## config.mk

```make
export PLATFORM = sky130hd
export DESIGN_NAME = snes_mem_top
export DESIGN_NICKNAME = d
export VERILOG_FILES = /design/src/snes_mem_pkg.sv /design/src/loader_port.sv /design/src/mem_arbiter.sv /design/src/sdram_port.sv /design/src/snes_mem_top.sv
export SDC_FILE = /design/constraint.sdc
export NUM_CORES = 1
export LEC_CHECK = 0
export ABC_AREA = 1
export BUFFER_PORTS_ARGS = -buffer_cell sky130_fd_sc_hd__buf_2
export CAP_MARGIN = 5
export CORE_UTILIZATION = 30
export CTS_CLUSTER_SIZE = 14
export DETAILED_ROUTE_END_ITERATION = 8
export GPL_ROUTABILITY_DRIVEN = 0
export PLACE_DENSITY = 0.56
export SETUP_SLACK_MARGIN = 0.3
export SYNTH_ARGS = -nofsm -noshare
export SYNTH_HDL_FRONTEND = slang
export SYNTH_HIERARCHICAL = 1
export SYNTH_SLANG_ARGS = --single-unit
```

## constraint.sdc

```tcl
create_clock -name wclk -period 2.6 [get_ports wclk]
set_input_delay 0.13 -clock wclk [delete_from_list [all_inputs] [get_ports wclk]]
set_output_delay 0.13 -clock wclk [all_outputs]
set_load 0.01 [all_outputs]
```

## src/snes_mem_pkg.sv

```systemverilog
package snes_mem_pkg;

    // address space
    localparam int addr_w        = 24;  // cartridge + work ram byte address
    localparam int wram_addr_w   = 17;  // 128k work ram
    localparam int wram_prefix_w = 7;   // fixed upper bits above work ram

    // byte address, bit 0 picks the lane
    typedef logic [addr_w-1:0] addr_t;

    // sdram word address, byte address without bit 0
    typedef logic [addr_w-2:0] word_addr_t;

    typedef logic [7:0] byte_t;

    // who issued the access
    typedef enum logic [1:0] {
        kind_load = 2'd0,  // cartridge loader write
        kind_rom  = 2'd1,  // cpu rom read
        kind_wram = 2'd2   // cpu work ram read/write
    } access_kind_t;

    // request from the console cpu, 36 bits
    typedef struct packed {
        access_kind_t kind;      // rom or wram only
        logic         write;     // wram only, rom is read only
        logic         rom_word;  // 16 bit rom fetch
        addr_t        addr;      // wram uses the low 17 bits
        byte_t        wdata;
    } cpu_cmd_t;

    // command to the sdram request port, 45 bits
    typedef struct packed {
        word_addr_t   waddr;
        logic [15:0]  din;       // byte copied to both lanes
        logic [1:0]   ds;        // lane enables, bit 1 = upper byte
        logic         rd;
        logic         wr;
        access_kind_t kind;      // steers the read data back
    } mem_cmd_t;

    // two lanes of one sdram word
    typedef struct packed {
        byte_t hi;  // odd byte address
        byte_t lo;  // even byte address
    } byte_pair_t;

    // sdram word, seen whole for rom and per lane for wram
    typedef union packed {
        logic [15:0] word;
        byte_pair_t  bytes;
    } mem_word_u;

endpackage

```

## src/loader_port.sv

```systemverilog
`timescale 1ns/1ps

module loader_port (
    input  logic                wclk,
    input  logic                resetn,
    input  logic                loading,      // high for the whole cartridge load
    input  logic                ld_req,
    input  snes_mem_pkg::byte_t ld_data,
    output logic                ld_ack,
    output logic                load_valid,   // byte waiting for the arbiter
    output snes_mem_pkg::addr_t load_addr,    // where the byte goes
    output snes_mem_pkg::byte_t load_byte,
    input  logic                load_accept   // pulse, memory write done
);

    logic loading_q;  // loading one cycle ago
    logic load_start; // rising edge of loading

    assign load_start = loading && !loading_q;

    // four-phase loader handshake and address counter
    always_ff @(posedge wclk) begin
        if (!resetn) begin
            ld_ack     <= 1'b0;
            load_valid <= 1'b0;
            load_addr  <= '0;
            loading_q  <= 1'b0;
        end else begin
            loading_q <= loading;
            if (load_valid) begin
                if (load_accept) begin  // written, ack the loader
                    load_valid <= 1'b0;
                    ld_ack     <= 1'b1;
                end
            end else if (ld_ack) begin
                if (!ld_req)
                    ld_ack <= 1'b0;     // phase 4
            end else if (ld_req) begin
                load_valid <= 1'b1;     // new byte, one cycle after req
            end

            // restart at zero for every new load
            if (load_start)
                load_addr <= '0;
            else if (load_valid && load_accept)
                load_addr <= load_addr + 24'd1;
        end
    end

    // grab the byte together with the valid rise
    always_ff @(posedge wclk) begin
        if (ld_req && !load_valid && !ld_ack)
            load_byte <= ld_data;
    end

    // byte must not move until the arbiter has taken it
    a_byte_held: assert property (@(posedge wclk) disable iff (!resetn)
        load_valid && !load_accept |=> load_valid && $stable(load_byte));

endmodule

```

## src/mem_arbiter.sv

```systemverilog
`timescale 1ns/1ps

module mem_arbiter #(
    parameter logic [snes_mem_pkg::wram_prefix_w-1:0] wram_prefix = 7'b1110111
) (
    input  logic                   wclk,
    input  logic                   resetn,
    input  logic                   load_valid,
    input  snes_mem_pkg::addr_t    load_addr,
    input  snes_mem_pkg::byte_t    load_byte,
    output logic                   load_accept,  // pulse back to the loader
    input  logic                   cpu_req,
    input  snes_mem_pkg::cpu_cmd_t cpu_cmd,
    output logic                   cpu_ack,
    output logic [15:0]            cpu_rdata,    // valid while cpu_ack
    output snes_mem_pkg::mem_cmd_t cmd,
    output logic                   cmd_start,
    output logic                   rom_word,     // side info for read steering
    output logic                   byte_odd,     // address bit 0 dropped by cmd
    input  logic                   cmd_done,
    input  logic [15:0]            done_data
);

    localparam logic [1:0] st_idle = 2'd0;
    localparam logic [1:0] st_busy = 2'd1;  // command at the sdram port
    localparam logic [1:0] st_ack  = 2'd2;  // finishing the source handshake

    logic [1:0]             state;
    logic                   sel_load;     // loader owns the access in flight
    snes_mem_pkg::addr_t    wram_full;    // wram address in the 24 bit space
    snes_mem_pkg::mem_cmd_t load_cmd;
    snes_mem_pkg::mem_cmd_t cpu_mem_cmd;

    assign wram_full = {wram_prefix, cpu_cmd.addr[snes_mem_pkg::wram_addr_w-1:0]};

    // loader write, one lane picked by bit 0
    always_comb begin
        load_cmd       = '0;
        load_cmd.waddr = load_addr[23:1];
        load_cmd.din   = {load_byte, load_byte};
        load_cmd.ds    = {load_addr[0], ~load_addr[0]};
        load_cmd.wr    = 1'b1;
        load_cmd.kind  = snes_mem_pkg::kind_load;
    end

    always_comb begin
        cpu_mem_cmd      = '0;
        cpu_mem_cmd.din  = {cpu_cmd.wdata, cpu_cmd.wdata};
        cpu_mem_cmd.kind = cpu_cmd.kind;
        if (cpu_cmd.kind == snes_mem_pkg::kind_wram) begin
            cpu_mem_cmd.waddr = wram_full[23:1];
            cpu_mem_cmd.ds    = {wram_full[0], ~wram_full[0]};  // single lane
            cpu_mem_cmd.rd    = ~cpu_cmd.write;
            cpu_mem_cmd.wr    = cpu_cmd.write;
        end else begin
            // rom: whole word, never written by the cpu
            cpu_mem_cmd.waddr = cpu_cmd.addr[23:1];
            cpu_mem_cmd.ds    = 2'b11;
            cpu_mem_cmd.rd    = 1'b1;
            cpu_mem_cmd.kind  = snes_mem_pkg::kind_rom;
        end
    end

    // idle / busy / ack FSM, loader first
    always_ff @(posedge wclk) begin
        if (!resetn) begin
            state       <= st_idle;
            sel_load    <= 1'b0;
            cmd_start   <= 1'b0;
            load_accept <= 1'b0;
            cpu_ack     <= 1'b0;
        end else begin
            cmd_start <= 1'b0;  // single pulse
            case (state)
                st_idle: begin
                    if (load_valid || cpu_req) begin
                        sel_load  <= load_valid;  // cpu waits behind the loader
                        cmd_start <= 1'b1;
                        state     <= st_busy;
                    end
                end
                st_busy: begin
                    if (cmd_done) begin
                        state <= st_ack;
                        if (sel_load)
                            load_accept <= 1'b1;
                        else
                            cpu_ack <= 1'b1;
                    end
                end
                st_ack: begin
                    if (sel_load) begin
                        load_accept <= 1'b0;  // loader drops valid on the pulse
                        state       <= st_idle;
                    end else if (!cpu_req) begin
                        cpu_ack <= 1'b0;      // phase 4
                        state   <= st_idle;
                    end
                end
                default: state <= st_idle;
            endcase
        end
    end

    // command and result payload
    always_ff @(posedge wclk) begin
        if (state == st_idle) begin
            if (load_valid) begin
                cmd      <= load_cmd;
                rom_word <= 1'b0;
                byte_odd <= load_addr[0];
            end else if (cpu_req) begin
                cmd      <= cpu_mem_cmd;
                rom_word <= cpu_cmd.rom_word;
                byte_odd <= cpu_cmd.addr[0];
            end
        end
        if (state == st_busy && cmd_done && !sel_load)
            cpu_rdata <= done_data;
    end

    a_rd_wr_excl: assert property (@(posedge wclk) disable iff (!resetn)
        cmd_start |-> !(cmd.rd && cmd.wr));

endmodule

```

## src/sdram_port.sv

```systemverilog
`timescale 1ns/1ps

module sdram_port (
    input  logic                   wclk,
    input  logic                   resetn,
    input  snes_mem_pkg::mem_cmd_t cmd,
    input  logic                   cmd_start,
    output logic                   cmd_done,   // pulse after mem_ack falls
    output logic [15:0]            done_data,  // steered read data
    output logic                   mem_req,
    output snes_mem_pkg::mem_cmd_t mem_cmd,
    input  logic                   mem_ack,
    input  logic [15:0]            mem_rdata,
    input  logic                   rom_word,
    input  logic                   byte_odd
);

    logic                    draining;  // ack seen, waiting for it to drop
    snes_mem_pkg::mem_word_u rdata_q;   // word as returned by the sdram
    logic [15:0]             steered;

    // decode the word per access kind
    always_comb begin
        case (mem_cmd.kind)
            snes_mem_pkg::kind_rom: begin
                if (rom_word || !byte_odd)
                    steered = rdata_q.word;
                else
                    steered = {rdata_q.bytes.lo, rdata_q.bytes.hi};  // odd byte fetch
            end
            snes_mem_pkg::kind_wram: begin
                // only the addressed lane, zero extended
                steered = {8'h00, byte_odd ? rdata_q.bytes.hi : rdata_q.bytes.lo};
            end
            default: steered = '0;  // loader writes return nothing
        endcase
        if (mem_cmd.wr)
            steered = '0;  // no data on writes
    end

    // four-phase exchange with the sdram controller
    always_ff @(posedge wclk) begin
        if (!resetn) begin
            mem_req  <= 1'b0;
            draining <= 1'b0;
            cmd_done <= 1'b0;
        end else begin
            cmd_done <= 1'b0;
            if (cmd_start) begin
                mem_req <= 1'b1;             // one cycle after start
            end else if (mem_req && mem_ack) begin
                mem_req  <= 1'b0;            // phase 3
                draining <= 1'b1;
            end else if (draining && !mem_ack) begin
                draining <= 1'b0;
                cmd_done <= 1'b1;            // back to the arbiter
            end
        end
    end

    always_ff @(posedge wclk) begin
        if (cmd_start)
            mem_cmd <= cmd;
        if (mem_req && mem_ack)
            rdata_q.word <= mem_rdata;  // data valid with ack
        if (draining && !mem_ack)
            done_data <= steered;
    end

    // the controller may sample the command any time during req
    a_cmd_stable: assert property (@(posedge wclk) disable iff (!resetn)
        mem_req |=> !mem_req || $stable(mem_cmd));

    // new request only once the last ack is gone
    a_req_after_ack: assert property (@(posedge wclk) disable iff (!resetn)
        $rose(mem_req) |-> !mem_ack);

endmodule

```

## src/snes_mem_top.sv

```systemverilog
`timescale 1ns/1ps

module snes_mem_top #(
    parameter logic [snes_mem_pkg::wram_prefix_w-1:0] wram_prefix = 7'b1110111
) (
    input  logic                   wclk,
    input  logic                   resetn,
    // cartridge loader
    input  logic                   loading,
    input  logic                   ld_req,
    input  snes_mem_pkg::byte_t    ld_data,
    output logic                   ld_ack,
    output snes_mem_pkg::addr_t    load_addr,
    // console cpu
    input  logic                   cpu_req,
    input  snes_mem_pkg::cpu_cmd_t cpu_cmd,
    output logic                   cpu_ack,
    output logic [15:0]            cpu_rdata,
    // sdram request port
    output logic                   mem_req,
    output snes_mem_pkg::mem_cmd_t mem_cmd,
    input  logic                   mem_ack,
    input  logic [15:0]            mem_rdata
);

    logic                   load_valid;
    snes_mem_pkg::byte_t    load_byte;
    logic                   load_accept;
    snes_mem_pkg::mem_cmd_t cmd;
    logic                   cmd_start;
    logic                   cmd_done;
    logic [15:0]            done_data;
    logic                   rom_word;   // read steering info
    logic                   byte_odd;

    loader_port i_loader (
        .wclk(wclk), .resetn(resetn), .loading(loading),
        .ld_req(ld_req), .ld_data(ld_data), .ld_ack(ld_ack),
        .load_valid(load_valid), .load_addr(load_addr), .load_byte(load_byte),
        .load_accept(load_accept)
    );

    mem_arbiter #(.wram_prefix(wram_prefix)) i_arb (
        .wclk(wclk), .resetn(resetn),
        .load_valid(load_valid), .load_addr(load_addr), .load_byte(load_byte),
        .load_accept(load_accept),
        .cpu_req(cpu_req), .cpu_cmd(cpu_cmd), .cpu_ack(cpu_ack), .cpu_rdata(cpu_rdata),
        .cmd(cmd), .cmd_start(cmd_start), .rom_word(rom_word), .byte_odd(byte_odd),
        .cmd_done(cmd_done), .done_data(done_data)
    );

    sdram_port i_sdram (
        .wclk(wclk), .resetn(resetn),
        .cmd(cmd), .cmd_start(cmd_start), .cmd_done(cmd_done), .done_data(done_data),
        .mem_req(mem_req), .mem_cmd(mem_cmd), .mem_ack(mem_ack), .mem_rdata(mem_rdata),
        .rom_word(rom_word), .byte_odd(byte_odd)
    );

endmodule

```

==> results of run 1 <==
cells in the mapped netlist, types with 2 or more instances:
cell and count:
ha_1 4, inv_1 63, buf_6 2, xor2_1 2, o21ai_0 8, nand3_1 45, nand2_2 12, nor2_2 7
dfxtp_1 36, nor2_4 8, buf_2 8, nor3_1 11, a21oi_1 26, a21oi_2 2, buf_4 9, nand2_1 168
nor2_1 61, edfxtp_1 140, inv_2 9, o21bai_1 2, o22a_1 6, nand4_1 3
how the worst max path moves through the flow:
stage / from / endpoint / slack (ns) / depth (start not counted)
floorplan: i_arb/cmd_start / i_sdram/draining / 0.78 / 3
global placement: i_loader/load_valid / i_arb/cmd[38] / 0.82 / 3
detailed placement: i_loader/load_valid / i_arb/cmd[38] / 0.77 / 3
CTS: i_loader/load_valid / i_arb/cmd[3] / 0.76 / 3
global route: i_loader/load_valid / i_arb/cmd[25] / 0.64 / 3
finish: i_loader/load_valid / i_arb/cmd[23] / 0.80 / 3
sequential cells by signal, summed over array words and instances, names as in the netlist:
signal / count
i_arb/byte_odd: 1
i_arb/cmd: 37
i_arb/cmd_start: 1
i_arb/cpu_ack: 1
i_arb/cpu_rdata: 16
i_arb/load_accept: 1
i_arb/rom_word: 1
i_arb/sel_load: 1
i_arb/state: 2
i_loader/ld_ack: 1
i_loader/load_addr: 24
i_loader/load_byte: 8
i_loader/load_valid: 1
i_loader/loading_q: 1
i_sdram/cmd_done: 1
i_sdram/done_data: 16
i_sdram/draining: 1
i_sdram/mem_cmd: 45
i_sdram/mem_req: 1
i_sdram/rdata_q: 16
routing by layer:
layer  vias to the layer above  wire length, microns  part of all wire  global-route usage
met5                         -                     0                 0                   0
met4                         0                   497             0.030              0.0710
met3                        29                   721             0.044              0.0333
met2                       137                  8090              0.49               0.227
met1                      2328                  7080              0.43               0.174
li1                       2565                     -                 -                   -
kinds of logic (layout without fill, tap and decap cells):
family                   Yosys count  after routing  share of synthesized area
AND/OR/NAND/NOR                  319            319                      0.199
flip-flops                       176            176                      0.694
buffers and inverters             93            323                     0.0576
AO/OA/AOI/OAI                     48             48                     0.0405
adder cells (fa/ha/maj)            4              4                    0.00705
XOR/XNOR                           2              2                    0.00247
other                              0              1                          0
repair_timing:
action                                 4_1_cts  5_1_grt
gates resized for setup                      0        0
hold buffers                                60        0
endpoints found under the hold margin       59        0
power groups by stage:
stage	registers, mW	clock network, mW	logic (mW)
2_1_floorplan	3.37	0	0.229
3_3_place_gp	3.36	0	0.405
3_5_place_dp	3.37	0	0.412
4_1_cts	3.30	2.67	0.484
5_1_grt	3.32	2.78	0.535
6_report	3.30	2.57	0.481
area by class of cell:
class	instances	area [sq um]
clock inverter	14	164
timing repair buffer	218	1420
multi-input combinational	373	1770
clock buffer	18	450
tap	313	392
antenna	1	2.50
inverter	73	275
fill	2249	13500
sequential	176	4930
worst min-delay path, delay by kind of cell:
family	cells	cell delay (ns)
AOI/OAI and AO/OA	1	0.05
buffers and inverters	2	0.15
and+or+nand+nor	1	0.06
==> results.cfg, run 1 <==
[die]
die_x_microns = 156
die_y_microns = 156
core-area_sq_um = 22900
initial_core_util = 0.310
rows = 55
io_pins = 154
dieArea_sq_um = 24300

[sta]
max_freq_ghz = 0.554
fin_crit_sh = 0.694
finalSetupViolCount = 0
worst_slack_ns = 0.795
hold_violations = 0
tightestPinTransition_ns = 0.763
final.min_clock_period_ns = 1.80
rsz0062_at_grt = no
drv_slew = 0
finalSetupTns_ns = 0
slew_headroom = 0.490
finClkSkew_ns = 0.0264
hold_ws_ns = 0.0182

[critical_path]
r2r-end = i_arb/cmd[23]
critPathKind = flip-flop to flip-flop
rr_startpoint = i_loader/load_valid
critPathArrivalTime_ns = 1.86
path_delay_family = flip-flops
cp_num_buf_inv = 2
cp_cell_sequence = o21ai_2, inv_2, buf_4
slowest_stage = dfxtp_2
max_stage_delay_ns = 0.72
critPathMaxFanout = 39
ff2ff_path_depth = 3
cp.required_ns = 2.66
ff2ff_setup_slack_ns = 0.80
start_kind = flip-flop
worstSetupEndpointType = flip-flop

[global_routing]
grt_use_total = 0.140
grt_start_max_net_pins = 40
grt_pass1_wl_microns = 25200
grt.overflow.total = 0
antenna_found_initial = 1
grt_pass1_vias = 4699

[clocking]
insertion_delay_ns = 0.44
cts_buffer_depth = 2
clock-sinks = 176
cts_max_level = 4
numCtsBuffers = 17
clkTransAtPathRegs_ns = 0.07
cts-root-buf = clkbuf_16
post-cts-setup-buffer-count = 0
cts_tree = yes

[pwr]
p_leak_nw = 3.83
switchingPower_mw = 1.57
cellPowerDensity_nw_per_um2 = 676
pwr-share-clk = 0.405
combinationalPowerShare = 0.076
p_int_mw = 4.78
fin_total_pwr_mw = 6.35
p_sw_frac = 0.247
ir_drop_uv = 443
seq_power_share = 0.519

[logic_synthesis]
syn_inst = 642
synth_ff_type = edfxtp_1
syn_nets = 712
yosys_warnings = 6
netlist.area_leader.share = 0.592
synth_area_per_cell_sq_um = 11.1
yosysSeqAreaShare = 0.694
yosys.area.top_type = edfxtp_1
postSynth.asyncResetShare = 0
ys_ff_latch = 176
syn_area_sq_um = 7100
ys_types = 32
synth_edf_count = 140
ys_top_cells_by_area = edfxtp_1 (59%), dfxtp_1 (10%), nand2_1 (8.9%), inv_1 (3.3%), nor2_1 (3.2%)

[routing]
drt-total-wl_microns = 16400
via_per_inst = 4.27
drc = 0
postRouteAntennaNets = 0
drt-pass1-iter-count = 5
vias = 5059
drtIter0Drc = 194
wl_per_cell_microns = 13.8

[run_status]
status = complete, no violations

[placement]
io_buffers = 153
dp_cells = 1093
place_hpwl_microns = 11400
pre_cts_ws_ns = 0.767
placed_cell_area_sq_um = 8180

[final_layout]
layout_common_cells = nand2_1 (168), buf_2 (153), edfxtp_1 (140)
fin_cells = 1186
drive_gt1_frac = 0.269
nNetsFinal = 929
area_growth_pct = 32.3
design_area_sq_um = 9390
final_common_cell = nand2_1
finish.utilization = 0.410

[min_path]
min_to = i_sdram/mem_req
min_from = mem_ack
holdPathStages = 4
hp-class = input pin to flip-flop

[flow_run]
maxCapViolations = 0
Note: power is estimated with default switching activity, not from simulation.
==> inputs of run 2 (changes only) <==
Clock period 2.6 ns to 1.9 ns, I/O delays scaled along.
==> run 2 against run 1 <==
Effect of this change:
- power grew 39%
- global-route usage increased by 0.97 points
- sequential share of layout area fell by 0.57 points
- combinational power increased by 51%
- largest power group unchanged
==> results.cfg, run 2 (same netlist as run 1, synthesis figures left out) <==
[clocking]
clock-sinks = 176
insertion_delay_ns = 0.42
cts_tree = yes
cts-root-buf = clkbuf_16
numCtsBuffers = 17
clkTransAtPathRegs_ns = 0.07
cts_buffer_depth = 2
cts_max_level = 4

[routing]
drt-pass1-iter-count = 5
via_per_inst = 4.35
drc = 0
wl_per_cell_microns = 14.4
postRouteAntennaNets = 0
drtIter0Drc = 258
vias = 5187
drt-total-wl_microns = 17200

[sta]
slew_headroom = 0.583
drv_slew = 0
final.min_clock_period_ns = 1.47
finalSetupTns_ns = 0
rsz0062_at_grt = yes
finClkSkew_ns = 0.0116
finalSetupViolCount = 0
fin_crit_sh = 0.775
hold_violations = 0
max_freq_ghz = 0.679
tightestPinTransition_ns = 0.625

[min_path]
hp-class = input pin to flip-flop

[placement]
place_hpwl_microns = 12000
io_buffers = 153

[die]
die_x_microns = 156
rows = 55
die_y_microns = 156
dieArea_sq_um = 24300
initial_core_util = 0.310
io_pins = 154
core-area_sq_um = 22900

[global_routing]
grt_use_met2 = 0.246
grt_start_max_net_pins = 46
grt_pass1_vias = 5101
grtUsageMet1 = 0.180
grt_use_total = 0.150
top_usage_layer = met2
grtUsageMet3 = 0.0353
antenna_found_initial = 0
grt_pass1_wl_microns = 27000
grt.overflow.total = 0

[critical_path]
cp.required_ns = 2.02
worstSetupEndpointType = flip-flop
start_kind = flip-flop
critPathKind = flip-flop to flip-flop
critPathMaxFanout = 17
critPathArrivalTime_ns = 1.60

[final_layout]
diodes = 0
largest_reg_flops = 45
top_register = i_sdram/mem_cmd
top_regs = i_sdram/mem_cmd x45, i_arb/cmd x37, i_loader/load_addr x24
layout_common_cells = nand2_1 (167), buf_2 (153), edfxtp_1 (140)
final_common_cell = nand2_1
area_growth_pct = 33.8
finish.utilization = 0.414
fill_cells = 2227
nNetsFinal = 937
drive_gt1_frac = 0.273

[pwr]
p_leak_nw = 3.86
ir_drop_uv = 548
cellPowerDensity_nw_per_um2 = 927

[run_status]
status = complete, no violations

[flow_run]
maxCapViolations = 0
run 2: cell type report:
cell class	instances	area, sq um	area share
clock buffers	18	429	0.0452
clock inverters	14	178	0.0187
inverters	73	279	0.0294
multi-input cells	373	1780	0.188
flip-flops and latches	176	4930	0.519
well taps	313	392	0.0412
repair buffers	226	1510	0.159
run 2: power breakdown:
group | leakage (nW) | internal (mW) | switching [mW]
clock | 0.285 | 2.09 | 1.49
combinational | 1.97 | 0.304 | 0.421
sequential | 1.60 | 4.42 | 0.0774
total | 3.86 | 6.81 | 1.99
run 2: path summary, 6_finish.rpt:
check	start	endpoint	slack [ns]	depth (start not counted)
hold reg to reg	i_arb/cmd[0]	i_sdram/mem_cmd[0]	0.42	0
setup reg to reg	i_arb/state[1]	i_arb/cmd[0]	0.43	4
hold / removal	resetn	i_sdram/mem_req	0.02	3
setup / recovery	i_arb/state[1]	i_arb/cmd[0]	0.43	4
run 2: critical path, cell delays in order, from the launching register on:
cell,delay [ns]
dfxtp_1,0.34
nor2_1,0.26
o21ai_4,0.13
clkinvlp_4,0.24
buf_12,0.20
run 2: per-layer routing:
| layer | wire length (microns) | up-vias |
|---|---|---|
| met5 | 0 | - |
| met2 | 8270 | 155 |
| li1 | - | 2571 |
| met3 | 798 | 48 |
| met4 | 741 | 0 |
| met1 | 7370 | 2413 |
run 2: repair_timing:
item                                    4_1_cts  5_1_grt
endpoints found under the hold margin        65        0
resized for setup                             0        3
buffers inserted                              0        0
hold buffers                                 63        0
endpoints found under the setup margin        0        6
run 2: metrics by stage:
stage | setup slack, ns | hold slack (ns) | area [sq um] | total power [mW] | instances
2_1_floorplan | 0.303 | 0.188 | 7120 | 4.93 | 642
3_3_place_gp | 0.442 | 0.273 | 8250 | 5.19 | 1098
3_5_place_dp | 0.407 | 0.274 | 8250 | 5.21 | 1098
4_1_cts | 0.384 | 0.000273 | 9490 | 8.93 | 1193
5_1_grt | 0.296 | 0.0159 | 9500 | 9.17 | 1193
6_report | 0.428 | 0.0174 | 9500 | 8.80 | 1193
==> inputs of run 3 (changes only) <==
Settings changed: ABC_AREA 1 to 0, PLACE_DENSITY 0.56 to 0.57.
Clock period 1.9 ns to 1.37 ns, I/O delays scaled along.
==> run 3 against run 2 <==
Effect of this change:
- the flow now finishes with violations (negative setup slack)
- count of clock-buffer cells in the layout is 1 lower
- utilization increased by 8.4 points
- non-clock buffer count grew 93
- power rose by 40%
==> results.cfg, run 3 <==
[run_status]
status = finished, violations left
violations = negative setup slack

[clocking]
clock-sinks = 176
cts_tree = yes
insertion_delay_ns = 0.43
numCtsBuffers = 17
cts_max_level = 4
cts_buffer_depth = 2
clkTransAtPathRegs_ns = 0.07
cts-root-buf = clkbuf_16

[final_layout]
top_regs = i_sdram/mem_cmd x45, i_arb/cmd x37, i_loader/load_addr x24
area_growth_pct = 63.0
final_common_cell = edfxtp_1
finish.utilization = 0.498
top_register = i_sdram/mem_cmd
nNetsFinal = 811
diodes = 0
fin_cells = 1034
largest_reg_flops = 45
drive_gt1_frac = 0.546
layout_common_cells = edfxtp_1 (140), buf_2 (130), dlygate4sd3_1 (61)

[sta]
rsz0062_at_grt = yes
slew_headroom = 0.768
finalSetupViolCount = 74
worst_slack_ns = -0.150
max_freq_ghz = 0.658
final.min_clock_period_ns = 1.52
hold_violations = 0
tightestPinTransition_ns = 0.347
fin_crit_sh = 1.11
finClkSkew_ns = 0.00952
drv_slew = 0

[critical_path]
cp.required_ns = 1.55
worstSetupEndpointType = flip-flop
ff2ff_path_depth = 5
start_kind = flip-flop
rr_startpoint = i_sdram/mem_cmd[1]
max_stage_delay_ns = 0.43
r2r-end = i_sdram/done_data[1]
critPathArrivalTime_ns = 1.70
critPathMaxFanout = 7
ff2ff_setup_slack_ns = -0.15
cp_cell_sequence = inv_2, ha_2, nor2b_1, o211a_4, a22o_1
slowest_stage = edfxtp_1
critPathKind = flip-flop to flip-flop

[logic_synthesis]
synth_ff_type = edfxtp_1
yosys.area.top_type = edfxtp_1
yosys_warnings = 6
syn_inst = 421
syn_nets = 491
postSynth.asyncResetShare = 0
synth_most_common_cell = edfxtp_1
ys_types = 51
ys_ff_latch = 176
synth_area_per_cell_sq_um = 15.8
netlist.area_leader.share = 0.632
yosys-top-cells-count = edfxtp_1 (140), dfxtp_1 (36), mux2_2 (24), nor2_1 (24), nand2_1 (16)
syn_area_sq_um = 6650
synth_edf_count = 140
yosysSeqAreaShare = 0.741
ys_top_cells_by_area = edfxtp_1 (63%), dfxtp_1 (11%), mux2_2 (4.1%), xor2_1 (1.4%), mux2i_1 (1.4%)

[global_routing]
grt.overflow.total = 0
grt_pass1_wl_microns = 24800
grt_start_max_net_pins = 24
antenna_found_initial = 0
grt_use_total = 0.146
grt_pass1_vias = 4729

[routing]
drc = 0
postRouteAntennaNets = 0
via_per_inst = 4.53
wl_per_cell_microns = 16.3
drt-pass1-iter-count = 5
drtIter0Drc = 188
drt-total-wl_microns = 16800
vias = 4679

[min_path]
min_to = i_loader/load_valid
hp-class = input pin to flip-flop
holdPathStages = 2
min_from = resetn

[die]
rows = 54
die_y_microns = 151
initial_core_util = 0.306
io_pins = 154
die_x_microns = 151
core-area_sq_um = 21800
dieArea_sq_um = 22800

[pwr]
fin_total_pwr_mw = 12.4
p_sw_frac = 0.240
seq_power_share = 0.503
switchingPower_mw = 2.96
combinationalPowerShare = 0.120
cellPowerDensity_nw_per_um2 = 1140
p_leak_nw = 4.27
ir_drop_uv = 784
p_int_mw = 9.40
pwr-share-clk = 0.378

[placement]
place_hpwl_microns = 10800
dp_cells = 886
io_buffers = 153

[flow_run]
maxCapViolations = 0
run 3: cell count changes after synthesis, moves of 12 or more:
cell     change
inv_1       -48
mux2_2      +24
nand2_1    -152
nand2_2     -12
nand3_1     -37
nor2_1      -37
run 3: power by group through the flow:
stage | Sequential, mW | Combinational (mW) | Clock (mW)
floorplan | 6.38 | 0.447 | 0
CTS | 6.22 | 1.43 | 4.78
global route | 6.24 | 1.57 | 5.00
finish | 6.21 | 1.48 | 4.67
detailed placement | 6.34 | 0.915 | 0
global placement | 6.32 | 0.889 | 0
run 3: repair_timing:
item | in CTS | in global routing
endpoints found under the setup margin | 182 | 186
hold buffers | 60 | 1
endpoints found under the hold margin | 62 | 1
cloned | 8 | 2
gates resized for setup | 123 | 34
pin swaps | 30 | 21
buffers inserted | 31 | 14
run 3: cell type report:
| type | count | area, sq um |
|---|---|---|
| clock buffers | 17 | 425 |
| clock inverters | 15 | 146 |
| fillers | 1834 | 10900 |
| inverters | 16 | 62.6 |
| multi-input cells | 211 | 1970 |
| flip-flops and latches | 176 | 5000 |
| well taps | 280 | 350 |
| repair buffers | 319 | 2880 |
run 3: routing by layer:
layer / global-route usage / wire, microns / vias up
li1: - / - / 2236
met1: 0.170 / 7050 / 2289
met2: 0.250 / 8550 / 127
met3: 0.0449 / 845 / 27
met4: 0.0590 / 393 / 0
met5: 0 / 0 / -
run 3: through the flow:
stage / hold slack (ns) / TNS (ns) / instance area [sq um] / worst slack (ns)
finish: 0.0330 / -3.92 / 10800 / -0.150
global route: 0.0355 / -6.99 / 10800 / -0.200
CTS: 0.0126 / -3.74 / 10500 / -0.150
detailed placement: 0.248 / -3.18 / 8390 / -0.221
global placement: 0.249 / -1.43 / 8390 / -0.116
floorplan: 0.167 / -1.52 / 6940 / -0.117
run 3: logic make-up (layout without fill, tap and decap cells):
kind of cell	after synthesis	count (layout)	synth area share
AO/OA/AOI/OAI	62	62	0.0657
XOR/XNOR	11	11	0.0145
adder cells (fa/ha/maj)	4	4	0.00753
buffers and inverters	36	367	0.0307
flip-flops	176	176	0.741
multiplexers	33	33	0.0542
AND/OR/NAND/NOR	99	101	0.0866
run 3: worst max-delay path by stage:
stage | depth (start not counted) | from | slack, ns | to
2_1_floorplan | 4 | i_sdram/mem_cmd[0] | -0.12 | i_sdram/done_data[0]
3_3_place_gp | 4 | i_sdram/mem_cmd[0] | -0.12 | i_sdram/done_data[2]
3_5_place_dp | 5 | i_sdram/mem_cmd[0] | -0.22 | i_sdram/done_data[1]
4_1_cts | 4 | i_sdram/mem_cmd[0] | -0.15 | i_sdram/done_data[1]
5_1_grt | 5 | i_sdram/mem_cmd[1] | -0.20 | i_sdram/done_data[2]
6_report | 5 | i_sdram/mem_cmd[1] | -0.15 | i_sdram/done_data[1]
run 3: critical path: cells and delay by family (launching register included):
family | cells | cell delay (ns)
AO/OA/AOI/OAI | 2 | 0.45
adder cells (fa/ha/maj) | 1 | 0.19
buffers and inverters | 1 | 0.06
flip-flops | 1 | 0.43
AND/OR/NAND/NOR | 1 | 0.15
